File: src/rtl/axil_bridge_config.svh
`ifndef AXIL_BRIDGE_CONFIG_SVH
`define AXIL_BRIDGE_CONFIG_SVH

// AXI4-Lite data word, one 64-bit beat
`define AXIL_DATA_W 64

// Byte address on the AXI4-Lite side
`define AXIL_ADDR_W 32

// One strobe bit per data byte
`define AXIL_STRB_W 8

// Scratchpad depth in 64-bit words, log2
`define MEM_WORDS_LG 6

// Message size code, log2 of the byte count
`define MSG_SIZE_W 2

`endif

File: src/rtl/axil_req_capture.sv
`timescale 1ns/1ps

`include "axil_bridge_config.svh"

module axil_req_capture (
  input  logic                    clk_i,
  input  logic                    rst_n_i,

  input  logic [`AXIL_ADDR_W-1:0] s_axil_awaddr_i,
  input  logic [2:0]              s_axil_awprot_i,
  input  logic                    s_axil_awvalid_i,
  output logic                    s_axil_awready_o,

  input  logic [`AXIL_DATA_W-1:0] s_axil_wdata_i,
  input  logic [`AXIL_STRB_W-1:0] s_axil_wstrb_i,
  input  logic                    s_axil_wvalid_i,
  output logic                    s_axil_wready_o,

  input  logic [`AXIL_ADDR_W-1:0] s_axil_araddr_i,
  input  logic [2:0]              s_axil_arprot_i,
  input  logic                    s_axil_arvalid_i,
  output logic                    s_axil_arready_o,

  output logic                    req_v_o,
  output logic                    req_w_o,
  output logic [`AXIL_ADDR_W-1:0] req_addr_o,
  output logic [`AXIL_DATA_W-1:0] req_data_o,
  output logic [`AXIL_STRB_W-1:0] req_mask_o,
  input  logic                    req_ready_and_i
);

  logic                    live_q;
  logic                    req_v_q;
  logic                    req_w_q;
  logic [`AXIL_ADDR_W-1:0] req_addr_q;
  logic [`AXIL_DATA_W-1:0] req_data_q;
  logic [`AXIL_STRB_W-1:0] req_mask_q;
  logic                    slot_free;
  logic                    wr_pend;
  logic                    wr_take;
  logic                    rd_take;

  // Slot can load when empty or when its request leaves this cycle
  assign slot_free = live_q & (~req_v_q | req_ready_and_i);

  // AW and W only go together, never half a write
  assign wr_pend = s_axil_awvalid_i & s_axil_wvalid_i;
  assign wr_take = slot_free & wr_pend;
  assign rd_take = slot_free & s_axil_arvalid_i & ~wr_pend;

  assign s_axil_awready_o = wr_take;
  assign s_axil_wready_o  = wr_take;
  assign s_axil_arready_o = rd_take;

  // Protection bits are ignored

  always_ff @(posedge clk_i or negedge rst_n_i) begin
    if (!rst_n_i) begin
      live_q  <= 1'b0;
      req_v_q <= 1'b0;
    end else begin
      live_q <= 1'b1;
      if (wr_take || rd_take) begin
        req_v_q <= 1'b1;
      end else if (req_ready_and_i) begin
        req_v_q <= 1'b0;
      end
    end
  end

  always_ff @(posedge clk_i) begin
    if (wr_take) begin
      req_w_q    <= 1'b1;
      req_addr_q <= s_axil_awaddr_i;
      req_data_q <= s_axil_wdata_i;
      req_mask_q <= s_axil_wstrb_i;
    end else if (rd_take) begin
      req_w_q    <= 1'b0;
      req_addr_q <= s_axil_araddr_i;
      req_data_q <= '0;
      // Reads cover the full word
      req_mask_q <= '1;
    end
  end

  assign req_v_o    = req_v_q;
  assign req_w_o    = req_w_q;
  assign req_addr_o = req_addr_q;
  assign req_data_o = req_data_q;
  assign req_mask_o = req_mask_q;

endmodule

File: config.mk
export PLATFORM = sky130hd
export DESIGN_NAME = axil_req_capture
export DESIGN_NICKNAME = d
export VERILOG_FILES = /design/src/rtl/axil_req_capture.sv
export VERILOG_INCLUDE_DIRS = /design/src /design/src/rtl
export SDC_FILE = /design/constraint.sdc
export NUM_CORES = 1
export LEC_CHECK = 0
export BUFFER_PORTS_ARGS = -buffer_cell sky130_fd_sc_hd__clkbuf_2
export CORE_UTILIZATION = 44
export CTS_BUF_LIST = sky130_fd_sc_hd__clkbuf_8
export DETAILED_ROUTE_END_ITERATION = 12
export GPL_TIMING_DRIVEN = 0
export MAX_ROUTING_LAYER = met4
export PLACE_DENSITY = 0.82
export SETUP_SLACK_MARGIN = 0.1
export SYNTH_ARGS = -nofsm -noshare
export SYNTH_HDL_FRONTEND = slang
export SYNTH_SLANG_ARGS = --single-unit
File: constraint.sdc
create_clock -name clk_i -period 5.05 [get_ports clk_i]
set_input_delay 1.01 -clock clk_i [delete_from_list [all_inputs] [get_ports clk_i]]
set_output_delay 1.01 -clock clk_i [all_outputs]
set_load 0.01 [all_outputs]
==> out/results.ini <==
[status]
outcome = finished clean

[global_routing]
grt_pass1_wl_mm = 13.9
antenna_found_initial = 0
grt_usage_pct = 19.4
grt_start_max_net_pins = 72
grt-ovfl-total = 0
grt_pass1_vias = 2828

[timing]
fin_crit_ns = 3.03
final-hold-violation-count = 0
setup_slack_ns = 2.02
worst_hold_slack_ns = 0.419
rsz0062_at_grt = no
max_freq_ghz = 0.330
period_share_pct = 60.1
drv_slew = 0
setup_viol = 0
finalSetupTns_ns = 0
fin_skew_ns = 0.0136

[route]
drt_iter0_markers = 69
final_antenna_net_count = 0
vias = 2789
vias_per_cell = 4.56
dr.pass1.iters = 4
wl_per_cell_microns = 15.1
drt-total-wl_mm = 9.24
drc_errors = 0

[place]
pre_cts_ws_ns = 2.02
hpwl_mm = 7.27
placed_area_sq_mm = 0.00560
portBuffers = 250
gp_congestion = 0.798

[synth]
synth_warnings = 0
synth_area_per_cell_sq_um = 17.9
yosysUniqueCellTypes = 20
syn_inst = 233
synth_nets = 381
synth-seq-cells = 107
syn_area_sq_mm = 0.00417
seq_area_frac_synth_pct = 76.5

[floorplanning]
initial_core_util_pct = 45.4
num_rows = 35
ios = 257
die_h_microns = 99.4
core_sq_mm = 0.00920
chipWidth_microns = 99.4
dieArea_sq_mm = 0.00987

[final_layout]
num-fill-cells = 730
layout_common_cells = clkbuf_2 (255), edfxtp_1 (104), and2_1 (64), mux2_2 (32), clkbuf_8 (12)
antenna_cells = 0
fin_nets = 643
final_common_cell = clkbuf_2
stdcell_area_sq_mm = 0.00580
area_delta_synth_final_pct = 39.0
drive_above_1_share_pct = 62.8

[clock_tree]
hold_buffers = 0
post-cts-setup-buffer-count = 0
clock_latency_ns = 0.35
cts_tree = yes
clk_pin_slew_ns = 0.11
numCtsBuffers = 9
clockBufferDepth = 2
clockRootBuffer = clkbuf_8
htreeDepth = 3
clock-sinks = 107
ctsResizeCount = 0

[run]
cap_viol_max_count = 0

[worst_hold_path]
hold_class = in2async

[power]
p_leak_uw = 0.00258
max-vdd-ir-drop_mv = 0.192
power_density_mw_per_mm2 = 313

[worst_setup_path]
crit_path_end_kind = primary output
start_kind = input port
cp.required_ns = 4.04
arrival_ns = 2.02
crit_type = in2out
cp_max_fo = 11

synth_stat cells:
cell      count  share of area [%]
buf_6         1               0.27
nand3_1       1               0.12
nand2b_1      8                1.2
inv_1         1              0.090
nand4_4       1               0.51
clkbuf_2      5               0.60
buf_2         2               0.24
dfrtp_1       2                1.2
nand4_1       1               0.15
nand2_1       2               0.18
and2_1       64                9.6
inv_2         1              0.090
mux2_2       32                8.6
conb_1        1              0.090
nand2b_4      1               0.33
dfxtp_1       1               0.48
buf_4         1               0.18
edfxtp_1    104                 75
o21a_1        1               0.18
clkbuf_8      3               0.99
through the flow:
step | total power (uW) | utilization [%] | std cells
3_3_place_gp | 1310 | 60.5 | 594
4_1_cts | 1840 | 63.0 | 611
6_report | 1820 | 63.0 | 611
3_5_place_dp | 1320 | 60.9 | 595
2_1_floorplan | 1190 | - | 233
5_1_grt | 1890 | 63.0 | 611
worst paths after layout:
check / endpoint / slack, ns / cells after the start / start
setup / recovery: s_axil_wready_o / 2.02 / 7 / req_ready_and_i
hold / removal: live_q / 0.42 / 1 / rst_n_i
max in group asynchronous: req_v_o / 4.53 / 1 / rst_n_i
hold reg to reg: req_w_o / 0.49 / 1 / req_w_o
min in group clk_i: req_w_o / 0.49 / 1 / req_w_o
setup reg to reg: req_data_o[63] / 2.94 / 5 / req_v_o
metal layers:
layer | GRT usage (%) | routed length, microns
met4 | 5.20 | 122
met5 | - | 0
met3 | 4.64 | 639
met1 | 21.9 | 3550
met2 | 34.5 | 4930
power breakdown:
part           leakage, uW  internal, uW  total, uW  switching [uW]
combinational      0.00149           111        229             119
clock             0.000103           234        524             290
sequential        0.000981          1040       1060            17.4
total              0.00258          1390       1820             426
area by class of cell:
class                   count  area (sq um)  area share, %
well taps                 111           139           2.40
clock buffers               9           124           2.14
flip-flops and latches    107          3190           55.1
inverters                   2          7.51          0.130
repair buffers            251          1280           22.1
clock inverters             7          76.3           1.32
plain buffers              12          95.1           1.64
multi-input cells         112           883           15.2
sequential cells by signal, summed over array words and instances, names as in the netlist:
signal      count
live_q          1
req_v_o         1
req_addr_o     32
req_mask_o      8
req_w_o         1
req_data_o     64
critical path: stages:
cell and delay (ns):
clkbuf_2 0.08, nand2b_4 0.13, nand4_4 0.20, inv_2 0.11
buf_2 0.22, buf_4 0.14, clkbuf_2 0.12
cells by family after synthesis:
| family | count (synthesis) | share of synthesized area [%] |
|---|---|---|
| mux | 32 | 8.64 |
| other cells | 1 | 0.0899 |
| simple gates | 78 | 12.1 |
| compound gates | 1 | 0.180 |
| flops | 107 | 76.5 |
| buf+inv | 14 | 2.46 |
No activity file was read; power rests on OpenSTA's default activity.
