--- src/rtl/axil_bridge_config.svh ---
`ifndef AXIL_BRIDGE_CONFIG_SVH
`define AXIL_BRIDGE_CONFIG_SVH

// AXI4-Lite data word, one 64-bit beat
`define AXIL_DATA_W 64

// Byte address on the AXI4-Lite side
`define AXIL_ADDR_W 32

// One strobe bit per data byte
`define AXIL_STRB_W 8

// Scratchpad depth in 64-bit words, log2
`define MEM_WORDS_LG 6

// Message size code, log2 of the byte count
`define MSG_SIZE_W 2

`endif

--- src/rtl/bedrock_lite_pkg.sv ---
`include "axil_bridge_config.svh"

package bedrock_lite_pkg;

  // Forward and reverse message types
  typedef enum logic [1:0] {
    e_mem_rd = 2'b00,
    e_mem_wr = 2'b01
  } msg_type_e;

  // Size code is log2 of the byte count
  typedef enum logic [`MSG_SIZE_W-1:0] {
    e_size_1 = 2'd0,
    e_size_2 = 2'd1,
    e_size_4 = 2'd2,
    e_size_8 = 2'd3
  } msg_size_e;

endpackage

--- src/rtl/axil_resp_return.sv ---
`timescale 1ns/1ps

`include "axil_bridge_config.svh"

module axil_resp_return (
  input  logic                        clk_i,
  input  logic                        rst_n_i,

  input  logic                        rev_v_i,
  input  bedrock_lite_pkg::msg_type_e rev_type_i,
  input  logic [`AXIL_DATA_W-1:0]     rev_data_i,
  output logic                        rev_ready_and_o,

  output logic [1:0]                  s_axil_bresp_o,
  output logic                        s_axil_bvalid_o,
  input  logic                        s_axil_bready_i,

  output logic [`AXIL_DATA_W-1:0]     s_axil_rdata_o,
  output logic [1:0]                  s_axil_rresp_o,
  output logic                        s_axil_rvalid_o,
  input  logic                        s_axil_rready_i
);

  localparam logic [1:0] RESP_OKAY = 2'b00;

  logic                    bvalid_q;
  logic                    rvalid_q;
  logic [`AXIL_DATA_W-1:0] rdata_q;
  logic                    is_rd;
  logic                    rev_take;

  assign is_rd = (rev_type_i == bedrock_lite_pkg::e_mem_rd);

  // Target slot must be empty or draining
  assign rev_ready_and_o = is_rd ? (~rvalid_q | s_axil_rready_i)
                                 : (~bvalid_q | s_axil_bready_i);
  assign rev_take = rev_v_i & rev_ready_and_o;

  always_ff @(posedge clk_i or negedge rst_n_i) begin
    if (!rst_n_i) begin
      bvalid_q <= 1'b0;
      rvalid_q <= 1'b0;
    end else begin
      if (rev_take && !is_rd) begin
        bvalid_q <= 1'b1;
      end else if (s_axil_bready_i) begin
        bvalid_q <= 1'b0;
      end
      if (rev_take && is_rd) begin
        rvalid_q <= 1'b1;
      end else if (s_axil_rready_i) begin
        rvalid_q <= 1'b0;
      end
    end
  end

  always_ff @(posedge clk_i) begin
    if (rev_take && is_rd) begin
      rdata_q <= rev_data_i;
    end
  end

  // No error responses
  assign s_axil_bresp_o  = RESP_OKAY;
  assign s_axil_rresp_o  = RESP_OKAY;
  assign s_axil_bvalid_o = bvalid_q;
  assign s_axil_rvalid_o = rvalid_q;
  assign s_axil_rdata_o  = rdata_q;

endmodule

--- config.mk ---
export PLATFORM = sky130hd
export DESIGN_NAME = axil_resp_return
export DESIGN_NICKNAME = d
export VERILOG_FILES = /design/src/rtl/bedrock_lite_pkg.sv /design/src/rtl/axil_resp_return.sv
export VERILOG_INCLUDE_DIRS = /design/src /design/src/rtl
export SDC_FILE = /design/constraint.sdc
export NUM_CORES = 1
export LEC_CHECK = 0
export BUFFER_PORTS_ARGS = -buffer_cell sky130_fd_sc_hd__buf_2
export CAP_MARGIN = 20
export CORE_ASPECT_RATIO = 1.75
export CORE_MARGIN = 8
export CORE_UTILIZATION = 35
export CTS_CLUSTER_DIAMETER = 100
export DETAILED_ROUTE_END_ITERATION = 8
export HOLD_SLACK_MARGIN = 0.05
export PLACE_DENSITY = 0.77
export SLEW_MARGIN = 20
export SYNTH_ARGS = -nofsm -noshare
export SYNTH_HDL_FRONTEND = slang
export SYNTH_SLANG_ARGS = --single-unit
--- constraint.sdc ---
create_clock -name clk_i -period 3.3 [get_ports clk_i]
set_input_delay 0.165 -clock clk_i [delete_from_list [all_inputs] [get_ports clk_i]]
set_output_delay 0.165 -clock clk_i [all_outputs]
set_load 0.03 [all_outputs]
==> flow_summary.yaml <==
route:
  routedWlPerCell_um: 17.3
  post-route-drc-count: 0
  dr.pass1.iters: 4
  dr_total_vias: 1572
  ant_nets: 0
  wirelength_mm: 6.52
  via_per_inst: 4.18
  drt_iter0_drc: 163
final_layout:
  utilization: 0.641
  final_cell_mix: "137 x buf_2, 65 x dlygate4sd3_1, 64 x edfxtp_1"
  ff_latch_area_um2: 1970
  final_nets: 363
  multi_input_area_um2: 75.1
  final_common_cell: "buf_2"
  syn2layout_area_growth_pct: 79.6
  fillers: 407
  drive_gt1_frac: 0.525
  design_area_um2: 3710
global_routing:
  gr-total-overflow: 0
  grt_start_max_net_pins: 45
  grt_pass1_vias: 1852
  antenna_found_initial: 1
  grt_usage: 0.156
  grt_pass1_wl_mm: 9.76
clocking:
  cts_setup_buffers: 0
  cts_buffers: 9
  clkLatencyLatePin_ns: 0.34
  clk_pin_slew_ns: 0.07
  cts.htree.levels: 3
  cts-root-buf: "clkbuf_8"
  clkSinkCount: 66
  postCtsResizedCells: 0
  tritoncts: "built"
  cts.path.max_buffers: 2
setup_path:
  path_buf_inv: 1
  worst_path_max_delay_cell: "buf_4"
  crit_type: "register to register"
  path_cells: "nand2b_1 > and3_2 > buf_4"
  crit_family: "simple AND/OR/NAND/NOR gates"
  slowest_delay_ns: 0.55
  critPathCaptureType: "register"
  path_max_fanout: 44
  crit_path_start_kind: "register"
  cp.required_ns: 3.28
  critPathArrivalTime_ns: 1.87
hold_path:
  hp-class: "input port to register"
placed_design:
  dpl_cell_area_um2: 2840
  gp_congestion: 0.665
  port-buffer-count: 137
power_and_ir_drop:
  power_density_nw_per_um2: 508
  p_sw_frac: 0.216
  p_sw_mw: 0.407
  comb_power_share: 0.109
  power_mw: 1.88
  p_leak_nw: 1.58
  p_int_mw: 1.48
  seq_power_share: 0.507
  vdd_drop_max_v: 0.000341
  power_frac_clock: 0.383
die:
  start_util: 0.357
  ios: 142
  die_y_um: 118
  dieArea_um2: 8710
  die_w_um: 74.1
  coreArea_um2: 5790
  fp-row-count: 37
sta:
  skew_ns: 0.00891
  final-setup-viol-count: 0
  fin_crit_sh: 0.575
  timing.fmax_mhz: 527
  slew_viol_final: 0
  finalCriticalPeriod_ns: 1.90
  rsz0062_at_grt: "no"
  relSlewSlack: 0.641
  tns_ns: 0
  finalHoldViolCount: 0
  tightest_slew_ns: 0.538
status:
  outcome: "complete, no violations"
logic_synthesis:
  syn_area_per_cell_um2: 26.1
  ys_seq_area_frac: 0.955
  yosys_register_bits: 66
  syn_inst: 79
  ys_types: 11
  yosys_warnings: 0
  netlist_area_um2: 2060
run:
  drv_cap: 0
area by class of cell:
class	instances	area share
tap	78	0.0263
timing repair buffer	203	0.362
multi-input combinational	12	0.0202
clock inverter	6	0.0243
clock buffer	10	0.0344
sequential	66	0.532
antenna	1	0.000675
synth_stat cells:
library cell  instances  area share
buf_4                 4       0.015
o21ai_0               1      0.0024
nand2b_1              2      0.0061
mux2_4                1      0.0073
nor2_2                1      0.0030
and3_1                1      0.0030
nand2_1               1      0.0018
a21bo_2               1      0.0048
dfrtp_1               2       0.024
conb_1                1      0.0018
edfxtp_1             64        0.93
through the flow:
step / hold WS, ns / std cells / worst slack [ns]
after CTS: 0.0605 / 375 / 1.39
final: 0.0799 / 376 / 1.40
after global placement: -0.0483 / 294 / 1.46
after global routing: 0.0741 / 376 / 1.24
after detailed placement: -0.0482 / 294 / 1.39
after floorplan: -0.131 / 82 / 0.697
path summary, 6_finish.rpt:
check,to,slack [ns],cells after the start,start
max in group asynchronous,s_axil_rvalid_o,3.06,2,rst_n_i
min in group asynchronous,s_axil_bvalid_o,0.15,2,rst_n_i
max reg2reg,s_axil_rdata_o[9],1.40,3,s_axil_rvalid_o
min reg2reg,s_axil_bvalid_o,0.52,2,s_axil_bvalid_o
max,s_axil_rdata_o[9],1.40,3,s_axil_rvalid_o
min,s_axil_rvalid_o,0.08,2,rev_v_i
registers in the layout, summed over array words and instances, names as in the netlist:
| register | count |
|---|---|
| s_axil_bvalid_o | 1 |
| s_axil_rdata_o | 64 |
| s_axil_rvalid_o | 1 |
power by group through the flow:
stage / clock (mW) / sequential [mW] / combinational (mW)
4_1_cts: 0.743 / 0.955 / 0.203
6_report: 0.722 / 0.955 / 0.206
2_1_floorplan: 0 / 1.02 / 0.0261
3_5_place_dp: 0 / 0.973 / 0.142
3_3_place_gp: 0 / 0.973 / 0.138
5_1_grt: 0.775 / 0.957 / 0.219
logic make-up after synthesis:
logic type / count (synthesis) / share of synthesized area
AOI/OAI and AO/OA: 2 / 0.00727
buffers and inverters: 4 / 0.0145
DFF: 66 / 0.955
muxes: 1 / 0.00727
other: 1 / 0.00182
and+or+nand+nor: 5 / 0.0139
layer usage:
layer	wire length, µm	up-vias	track usage
met3	722	18	0.0597
met2	3630	91	0.281
met4	240	0	0.110
met5	0	-	0
met1	1920	735	0.129
li1	-	728	-
what timing repair did:
| action | CTS | global route |
|---|---|---|
| endpoints found under the hold margin | 66 | 0 |
| setup endpoints to repair | 0 | 0 |
| hold buffers | 65 | 0 |
(Power assumes the default switching activity.)
