### config.mk
export PLATFORM = sky130hd
export DESIGN_NAME = mem_fwd_encode
export DESIGN_NICKNAME = d
export VERILOG_FILES = /design/src/rtl/bedrock_lite_pkg.sv /design/src/rtl/mem_fwd_encode.sv
export VERILOG_INCLUDE_DIRS = /design/src /design/src/rtl
export SDC_FILE = /design/constraint.sdc
export NUM_CORES = 1
export LEC_CHECK = 0
export BUFFER_PORTS_ARGS = -buffer_cell sky130_fd_sc_hd__buf_4
export CORE_ASPECT_RATIO = 0.8
export CORE_MARGIN = 1.5
export CORE_UTILIZATION = 42
export DETAILED_ROUTE_END_ITERATION = 12
export MAX_ROUTING_LAYER = met4
export PLACE_DENSITY = 0.8
export SYNTH_ARGS = -nofsm -noshare
export SYNTH_HDL_FRONTEND = slang
export SYNTH_SLANG_ARGS = --single-unit
export TNS_END_PERCENT = 20
### constraint.sdc
create_clock -name clk_i -period 4.3 [get_ports clk_i]
set_input_delay 0.215 -clock clk_i [delete_from_list [all_inputs] [get_ports clk_i]]
set_output_delay 0.215 -clock clk_i [all_outputs]
set_load 0.03 [all_outputs]
### src/rtl/axil_bridge_config.svh
`ifndef AXIL_BRIDGE_CONFIG_SVH
`define AXIL_BRIDGE_CONFIG_SVH

// AXI4-Lite data word, one 64-bit beat
`define AXIL_DATA_W 64

// Byte address on the AXI4-Lite side
`define AXIL_ADDR_W 32

// One strobe bit per data byte
`define AXIL_STRB_W 8

// Scratchpad depth in 64-bit words, log2
`define MEM_WORDS_LG 6

// Message size code, log2 of the byte count
`define MSG_SIZE_W 2

`endif

### src/rtl/bedrock_lite_pkg.sv
`include "axil_bridge_config.svh"

package bedrock_lite_pkg;

  // Forward and reverse message types
  typedef enum logic [1:0] {
    e_mem_rd = 2'b00,
    e_mem_wr = 2'b01
  } msg_type_e;

  // Size code is log2 of the byte count
  typedef enum logic [`MSG_SIZE_W-1:0] {
    e_size_1 = 2'd0,
    e_size_2 = 2'd1,
    e_size_4 = 2'd2,
    e_size_8 = 2'd3
  } msg_size_e;

endpackage

### src/rtl/mem_fwd_encode.sv
`timescale 1ns/1ps

`include "axil_bridge_config.svh"

module mem_fwd_encode (
  input  logic                        clk_i,
  input  logic                        rst_n_i,

  input  logic                        req_v_i,
  input  logic                        req_w_i,
  input  logic [`AXIL_ADDR_W-1:0]     req_addr_i,
  input  logic [`AXIL_DATA_W-1:0]     req_data_i,
  input  logic [`AXIL_STRB_W-1:0]     req_mask_i,
  output logic                        req_ready_and_o,

  output logic                        fwd_v_o,
  output bedrock_lite_pkg::msg_type_e fwd_type_o,
  output bedrock_lite_pkg::msg_size_e fwd_size_o,
  output logic [`AXIL_ADDR_W-1:0]     fwd_addr_o,
  output logic [`AXIL_DATA_W-1:0]     fwd_data_o,
  input  logic                        fwd_ready_and_i
);

  logic                        fwd_v_q;
  bedrock_lite_pkg::msg_type_e fwd_type_q;
  bedrock_lite_pkg::msg_size_e fwd_size_q;
  logic [`AXIL_ADDR_W-1:0]     fwd_addr_q;
  logic [`AXIL_DATA_W-1:0]     fwd_data_q;
  bedrock_lite_pkg::msg_size_e size_d;
  logic                        req_take;

  // Strobe to size table, unknown patterns become a full write
  function automatic bedrock_lite_pkg::msg_size_e strb_to_size(
    input logic [`AXIL_STRB_W-1:0] strb
  );
    case (strb)
      8'h01, 8'h02, 8'h04, 8'h08,
      8'h10, 8'h20, 8'h40, 8'h80: strb_to_size = bedrock_lite_pkg::e_size_1;
      8'h03, 8'h0C, 8'h30, 8'hC0: strb_to_size = bedrock_lite_pkg::e_size_2;
      8'h0F, 8'hF0:               strb_to_size = bedrock_lite_pkg::e_size_4;
      default:                    strb_to_size = bedrock_lite_pkg::e_size_8;
    endcase
  endfunction

  assign size_d = req_w_i ? strb_to_size(req_mask_i) : bedrock_lite_pkg::e_size_8;

  assign req_ready_and_o = ~fwd_v_q | fwd_ready_and_i;
  assign req_take        = req_v_i & req_ready_and_o;

  always_ff @(posedge clk_i or negedge rst_n_i) begin
    if (!rst_n_i) begin
      fwd_v_q <= 1'b0;
    end else if (req_take) begin
      fwd_v_q <= 1'b1;
    end else if (fwd_ready_and_i) begin
      fwd_v_q <= 1'b0;
    end
  end

  // Header and data slot
  always_ff @(posedge clk_i) begin
    if (req_take) begin
      fwd_type_q <= req_w_i ? bedrock_lite_pkg::e_mem_wr : bedrock_lite_pkg::e_mem_rd;
      fwd_size_q <= size_d;
      fwd_addr_q <= req_addr_i;
      fwd_data_q <= req_data_i;
    end
  end

  assign fwd_v_o    = fwd_v_q;
  assign fwd_type_o = fwd_type_q;
  assign fwd_size_o = fwd_size_q;
  assign fwd_addr_o = fwd_addr_q;
  assign fwd_data_o = fwd_data_q;

endmodule

==> results of run 1 <==
==> worst paths after layout <==
| path | end | slack (ns) | depth (start not counted) |
|---|---|---|---|
| setup / recovery | fwd_data_o[11] | 2.15 | 3 |
| hold / removal | fwd_data_o[6] | 0.02 | 1 |
| setup reg to reg | fwd_data_o[11] | 2.15 | 3 |
| hold reg to reg | fwd_v_o | 0.57 | 2 |
| max in group asynchronous | fwd_v_o | 4.04 | 2 |
| min in group asynchronous | fwd_v_o | 0.18 | 2 |
==> final cells by class <==
type | count | share of cell area, %
multi-input combinational | 39 | 4.83
timing repair buffer | 219 | 31.9
clock buffer | 10 | 2.44
clock inverter | 6 | 1.08
sequential | 100 | 57.3
tap | 105 | 2.51
==> synthesized netlist by cell type, types with 2 or more instances <==
| cell | n | share of area [%] |
|---|---|---|
| nand2b_1 | 2 | 0.38 |
| xor2_1 | 2 | 0.54 |
| nand4_1 | 2 | 0.38 |
| nand2_1 | 4 | 0.46 |
| o211a_1 | 2 | 0.61 |
| or4_4 | 2 | 0.69 |
| nand3_1 | 3 | 0.46 |
| nor2_1 | 4 | 0.46 |
| and2_1 | 2 | 0.38 |
| nor2b_1 | 2 | 0.38 |
| o21ai_0 | 3 | 0.46 |
| edfxtp_1 | 99 | 91 |
==> through the flow <==
step	total power, W	instance area (µm²)
final	0.00202	5230
after global routing	0.00208	5230
after CTS	0.00202	5150
after detailed placement	0.00148	4960
after global placement	0.00147	4960
after floorplan	0.00131	3260
==> cell families (layout without fill, tap and decap cells) <==
kind of cell    Yosys count  count (layout)  synth area share (%)
flops                   100             100                  92.1
simple gates             24              24                  4.23
compound gates           11              11                  2.46
xor+xnor                  2               2                 0.538
other cells               1               1                 0.115
mux                       1               1                 0.346
buf+inv                   1             235                 0.231
==> power groups by stage <==
stage | registers (W) | clock network, W | logic, W
after floorplan | 0.00128 | 0 | 0.0000309
after global placement | 0.00117 | 0 | 0.000297
after detailed placement | 0.00117 | 0 | 0.000303
after CTS | 0.00115 | 0.000568 | 0.000304
after global routing | 0.00116 | 0.000604 | 0.000325
final | 0.00115 | 0.000557 | 0.000309
==> what timing repair did <==
| action | CTS | global route |
|---|---|---|
| gates resized for setup | 0 | 0 |
| endpoints found under the hold margin | 1 | 8 |
| hold buffers | 1 | 8 |
==> state kept, by name, summed over array words and instances (netlist names) <==
signal	cells
fwd_v_o	1
fwd_addr_o	32
fwd_type_o	1
fwd_size_o	2
fwd_data_o	64
==> routing by layer <==
metal	vias to the layer above	wire length (µm)	global-route usage (%)
met2	108	4640	34.6
met1	1064	3020	20.5
li1	1010	-	-
met3	12	687	6.55
met5	-	0	-
met4	0	127	5.83
==> impl_metrics.yaml, run 1 <==
clocking:
  cts-root-buf: "clkbuf_8"
  clkLatencyLatePin_ns: 0.37
  h-tree-depth: 3
  cts_tree: "yes"
  cts_inserted_buffers: 9
  cts.sinks: 100
  clkTransAtPathRegs_ns: 0.11
  clock_path_buffers: 2
  post_cts_buffers: 0
yosys:
  synth_seq_cells: 100
  ys_seq_area_share_pct: 92.1
  avgSynthCellArea_um2: 23.3
  synth-edff-count: 99
  syn_nets: 249
  yosys_most_used_dff: "edfxtp_1"
  synth_cell_types: 25
  synth_cells: 140
  syn_area_mm2: 0.00326
  synth_warnings: 0
  synthArstFlopShare_pct: 1.00
pwr:
  swShare_pct: 26.0
  internal_power_w: 0.00149
  ir_drop_uv: 237
  p_sw_w: 0.000524
  powerDensity_mw_per_mm2: 385
  leakagePower_nw: 2.18
  p_clk_share_pct: 27.6
  p_comb_share_pct: 15.3
  seqPwrFrac_pct: 57.1
cells_and_area:
  antenna_cells: 0
  final_common_cell: "buf_4"
  seqCellArea_mm2: 0.00300
  multiInputGateArea_um2: 253
  num-nets-final: 478
  syn2layout_area_growth_pct: 60.7
  drive_gt1_share_pct: 61.5
  fillers: 496
  stdcell_count: 479
  fin_util_pct: 70.1
  layout_common_cells: "buf_4, edfxtp_1, clkbuf_8, dlygate4sd3_1"
worst_setup_path:
  cpMaxStageDelayCell: "and2_4"
  critPathRequiredTime_ns: 4.31
  worstSetupPathType: "reg2reg"
  startpoint: "fwd_v_o"
  crit_buf_inv: 1
  critPathMaxStageDelay_ns: 0.72
  r2r-start: "fwd_v_o"
  critical_path.cell_chain: "nand2b_1 > and2_4 > buf_4"
  worstPathArrival_ns: 2.16
  crit_fanout: 66
  end_kind: "register"
  cp_top_family: "simple AND/OR/NAND/NOR gates"
  startpoint_type: "register"
status:
  status: "finished, final reports clean"
drt:
  wl_per_cell_um: 17.7
  postRouteAntennaNets: 0
  drc_errors: 0
  wl_um: 8480
  drt_iter0_drc: 131
  vias_per_cell: 4.58
  dr.pass1.iters: 4
  num_vias: 2194
floorplan:
  die-area_mm2: 0.00829
  core_mm2: 0.00746
  initial_core_util_pct: 43.6
  ios: 211
  die_h_um: 81.7
  die_w_um: 101
  rows: 28
timing:
  rsz0062_at_grt: "false"
  clock_skew_ns: 0.0144
  fin_crit_ns: 2.15
  setup_ws_ns: 2.15
  setup_viol: 0
  timing.slew.headroom_pct: 40.8
  fin_crit_sh_pct: 50.0
  fmax_mhz: 465
  final-hold-violation-count: 0
  fin_setup_tns_ns: 0
  whs_ns: 0.0152
  worst_pin_slew_ns: 0.888
  drv_slew: 0
placement:
  numPortBuffers: 209
  dp_hpwl_um: 6190
  dp_slack_ns: 2.15
  place_inst: 454
  gp_congestion: 0.815
job:
  cap_violations: 0
global_routing:
  grt_pass1_wl_um: 11100
  grt_start_max_net_pins: 67
  grt_use_total_pct: 19.3
  antenna_found_initial: 0
  first_global_vias: 2068
  grt_overflow: 0
hold_path:
  hold_path_class: "in2reg"
  hp-start: "req_data_i[6]"
Power figures use the tool's default switching activity.
==> run 2: changes to the inputs <==
--- a/config.mk
+++ b/config.mk
@@ -9,10 +9,10 @@
 export BUFFER_PORTS_ARGS = -buffer_cell sky130_fd_sc_hd__buf_4
 export CORE_ASPECT_RATIO = 0.8
 export CORE_MARGIN = 1.5
-export CORE_UTILIZATION = 42
+export CORE_UTILIZATION = 38
 export DETAILED_ROUTE_END_ITERATION = 12
 export MAX_ROUTING_LAYER = met4
-export PLACE_DENSITY = 0.8
+export PLACE_DENSITY = 0.76
 export SYNTH_ARGS = -nofsm -noshare
 export SYNTH_HDL_FRONTEND = slang
 export SYNTH_SLANG_ARGS = --single-unit
==> constraint.sdc (replaced) <==
create_clock -name clk_i -period 1.9 [get_ports clk_i]
set_input_delay 0.095 -clock clk_i [delete_from_list [all_inputs] [get_ports clk_i]]
set_output_delay 0.095 -clock clk_i [all_outputs]
set_load 0.03 [all_outputs]
==> impl_metrics.yaml, run 2 (synthesis gave the netlist of run 1 again) <==
worst_setup_path:
  worstSetupPathType: "reg2reg"
  r2r-start: "fwd_v_o"
  r2r_slack_ns: 0.45
  r2r_end: "fwd_data_o[10]"
  crit_fanout: 38
  r2r_cells: 3
  startpoint_type: "register"
  worstPathArrival_ns: 1.45
  critPathRequiredTime_ns: 1.90
  end_kind: "register"
pwr:
  internal_power_w: 0.00351
  leakagePower_nw: 2.58
  swShare_pct: 26.5
  powerDensity_mw_per_mm2: 772
  finalPower_w: 0.00477
  p_comb_share_pct: 18.5
  p_sw_w: 0.00127
  ir_drop_uv: 580
  seqPwrFrac_pct: 54.7
  p_clk_share_pct: 26.8
cells_and_area:
  layout_common_cells: "buf_4, dlygate4sd3_1, edfxtp_1"
  final_common_cell: "buf_4"
  num-nets-final: 570
  fin_util_pct: 76.0
  seqCellArea_mm2: 0.00300
  largest_reg_flops: 64
  syn2layout_area_growth_pct: 89.7
  fillers: 477
  design_area_mm2: 0.00618
  multiInputGateArea_um2: 260
  drive_gt1_share_pct: 49.9
clocking:
  clkLatencyLatePin_ns: 0.36
  cts_inserted_buffers: 9
  clkTransAtPathRegs_ns: 0.10
  post_cts_buffers: 0
  clock_path_buffers: 2
  cts.sinks: 100
  cts_tree: "yes"
  cts_resized: 0
  cts-root-buf: "clkbuf_8"
  postCtsHoldBufs: 100
  h-tree-depth: 3
timing:
  final-hold-violation-count: 0
  timing.slew.headroom_pct: 63.0
  whs_ns: 0.0571
  fin_setup_tns_ns: 0
  worst_pin_slew_ns: 0.551
  fmax_mhz: 688
  rsz0062_at_grt: "false"
  fin_crit_ns: 1.45
  drv_slew: 0
  fin_crit_sh_pct: 76.5
  clock_skew_ns: 0.0149
  setup_viol: 0
floorplan:
  die-area_mm2: 0.00914
  ios: 211
  rows: 29
  die_h_um: 85.8
  core_mm2: 0.00813
  die_w_um: 106
  initial_core_util_pct: 40.1
global_routing:
  first_global_vias: 2818
  grt_overflow: 0
  grt_use_total_pct: 23.8
  grt_pass1_wl_um: 15300
  grt_start_max_net_pins: 61
  antenna_found_initial: 2
drt:
  drt_iter0_drc: 116
  drc_errors: 0
  vias_per_cell: 4.61
  num_vias: 2649
  wl_um: 10600
  dr.pass1.iters: 4
  postRouteAntennaNets: 0
  wl_per_cell_um: 18.5
job:
  cap_violations: 0
status:
  status: "finished, final reports clean"
hold_path:
  hold_path_class: "in2async"
placement:
  dp_hpwl_um: 6100
  placed_area_mm2: 0.00499
  gp_congestion: 0.868
  numPortBuffers: 209
run 2: how the worst max path moves through the flow:
stage | from | to | slack [ns] | cells after the start
6_report | fwd_v_o | fwd_data_o[10] | 0.45 | 3
5_1_grt | fwd_v_o | fwd_data_o[10] | 0.38 | 3
4_1_cts | fwd_v_o | fwd_data_o[60] | 0.45 | 3
3_5_place_dp | req_mask_i[0] | fwd_size_o[1] | 0.20 | 5
3_3_place_gp | req_mask_i[0] | fwd_size_o[1] | 0.20 | 5
2_1_floorplan | fwd_v_o | fwd_addr_o[0] | 0.03 | 2
run 2: worst max-delay path: stages, from the launching register on:
cell      delay [ns]
dfrtp_1         0.42
nand2b_4        0.09
and2_4          0.16
buf_4           0.42
run 2: area by class of cell:
type                       count  area share [%]
sequential                   100            48.5
clock buffer                   9            2.01
antenna                        2          0.0810
multi-input combinational     39            4.21
tap                          108            2.19
clock inverter                 6           0.932
timing repair buffer         311            42.0
run 2: metrics by stage:
stage          setup slack (ns)  instances
2_1_floorplan            0.0297        140
3_3_place_gp              0.199        458
3_5_place_dp              0.195        458
4_1_cts                   0.454        573
5_1_grt                   0.377        575
6_report                  0.447        575
run 2: power by group through the flow:
stage	combinational, W	sequential (W)	clock, W
6_report	0.000882	0.00261	0.00128
3_5_place_dp	0.000694	0.00265	0
2_1_floorplan	0.0000730	0.00289	0
3_3_place_gp	0.000683	0.00265	0
4_1_cts	0.000867	0.00260	0.00130
5_1_grt	0.000921	0.00262	0.00139
run 2: per-layer routing:
| layer | share of wire (%) | track usage [%] | vias up | wire [µm] |
|---|---|---|---|---|
| li1 | - | - | 1200 | - |
| met1 | 35 | 24.2 | 1302 | 3720 |
| met2 | 57 | 45.3 | 134 | 6020 |
| met3 | 6.9 | 6.69 | 13 | 729 |
| met4 | 1.3 | 5.94 | 0 | 136 |
| met5 | 0 | - | - | 0 |
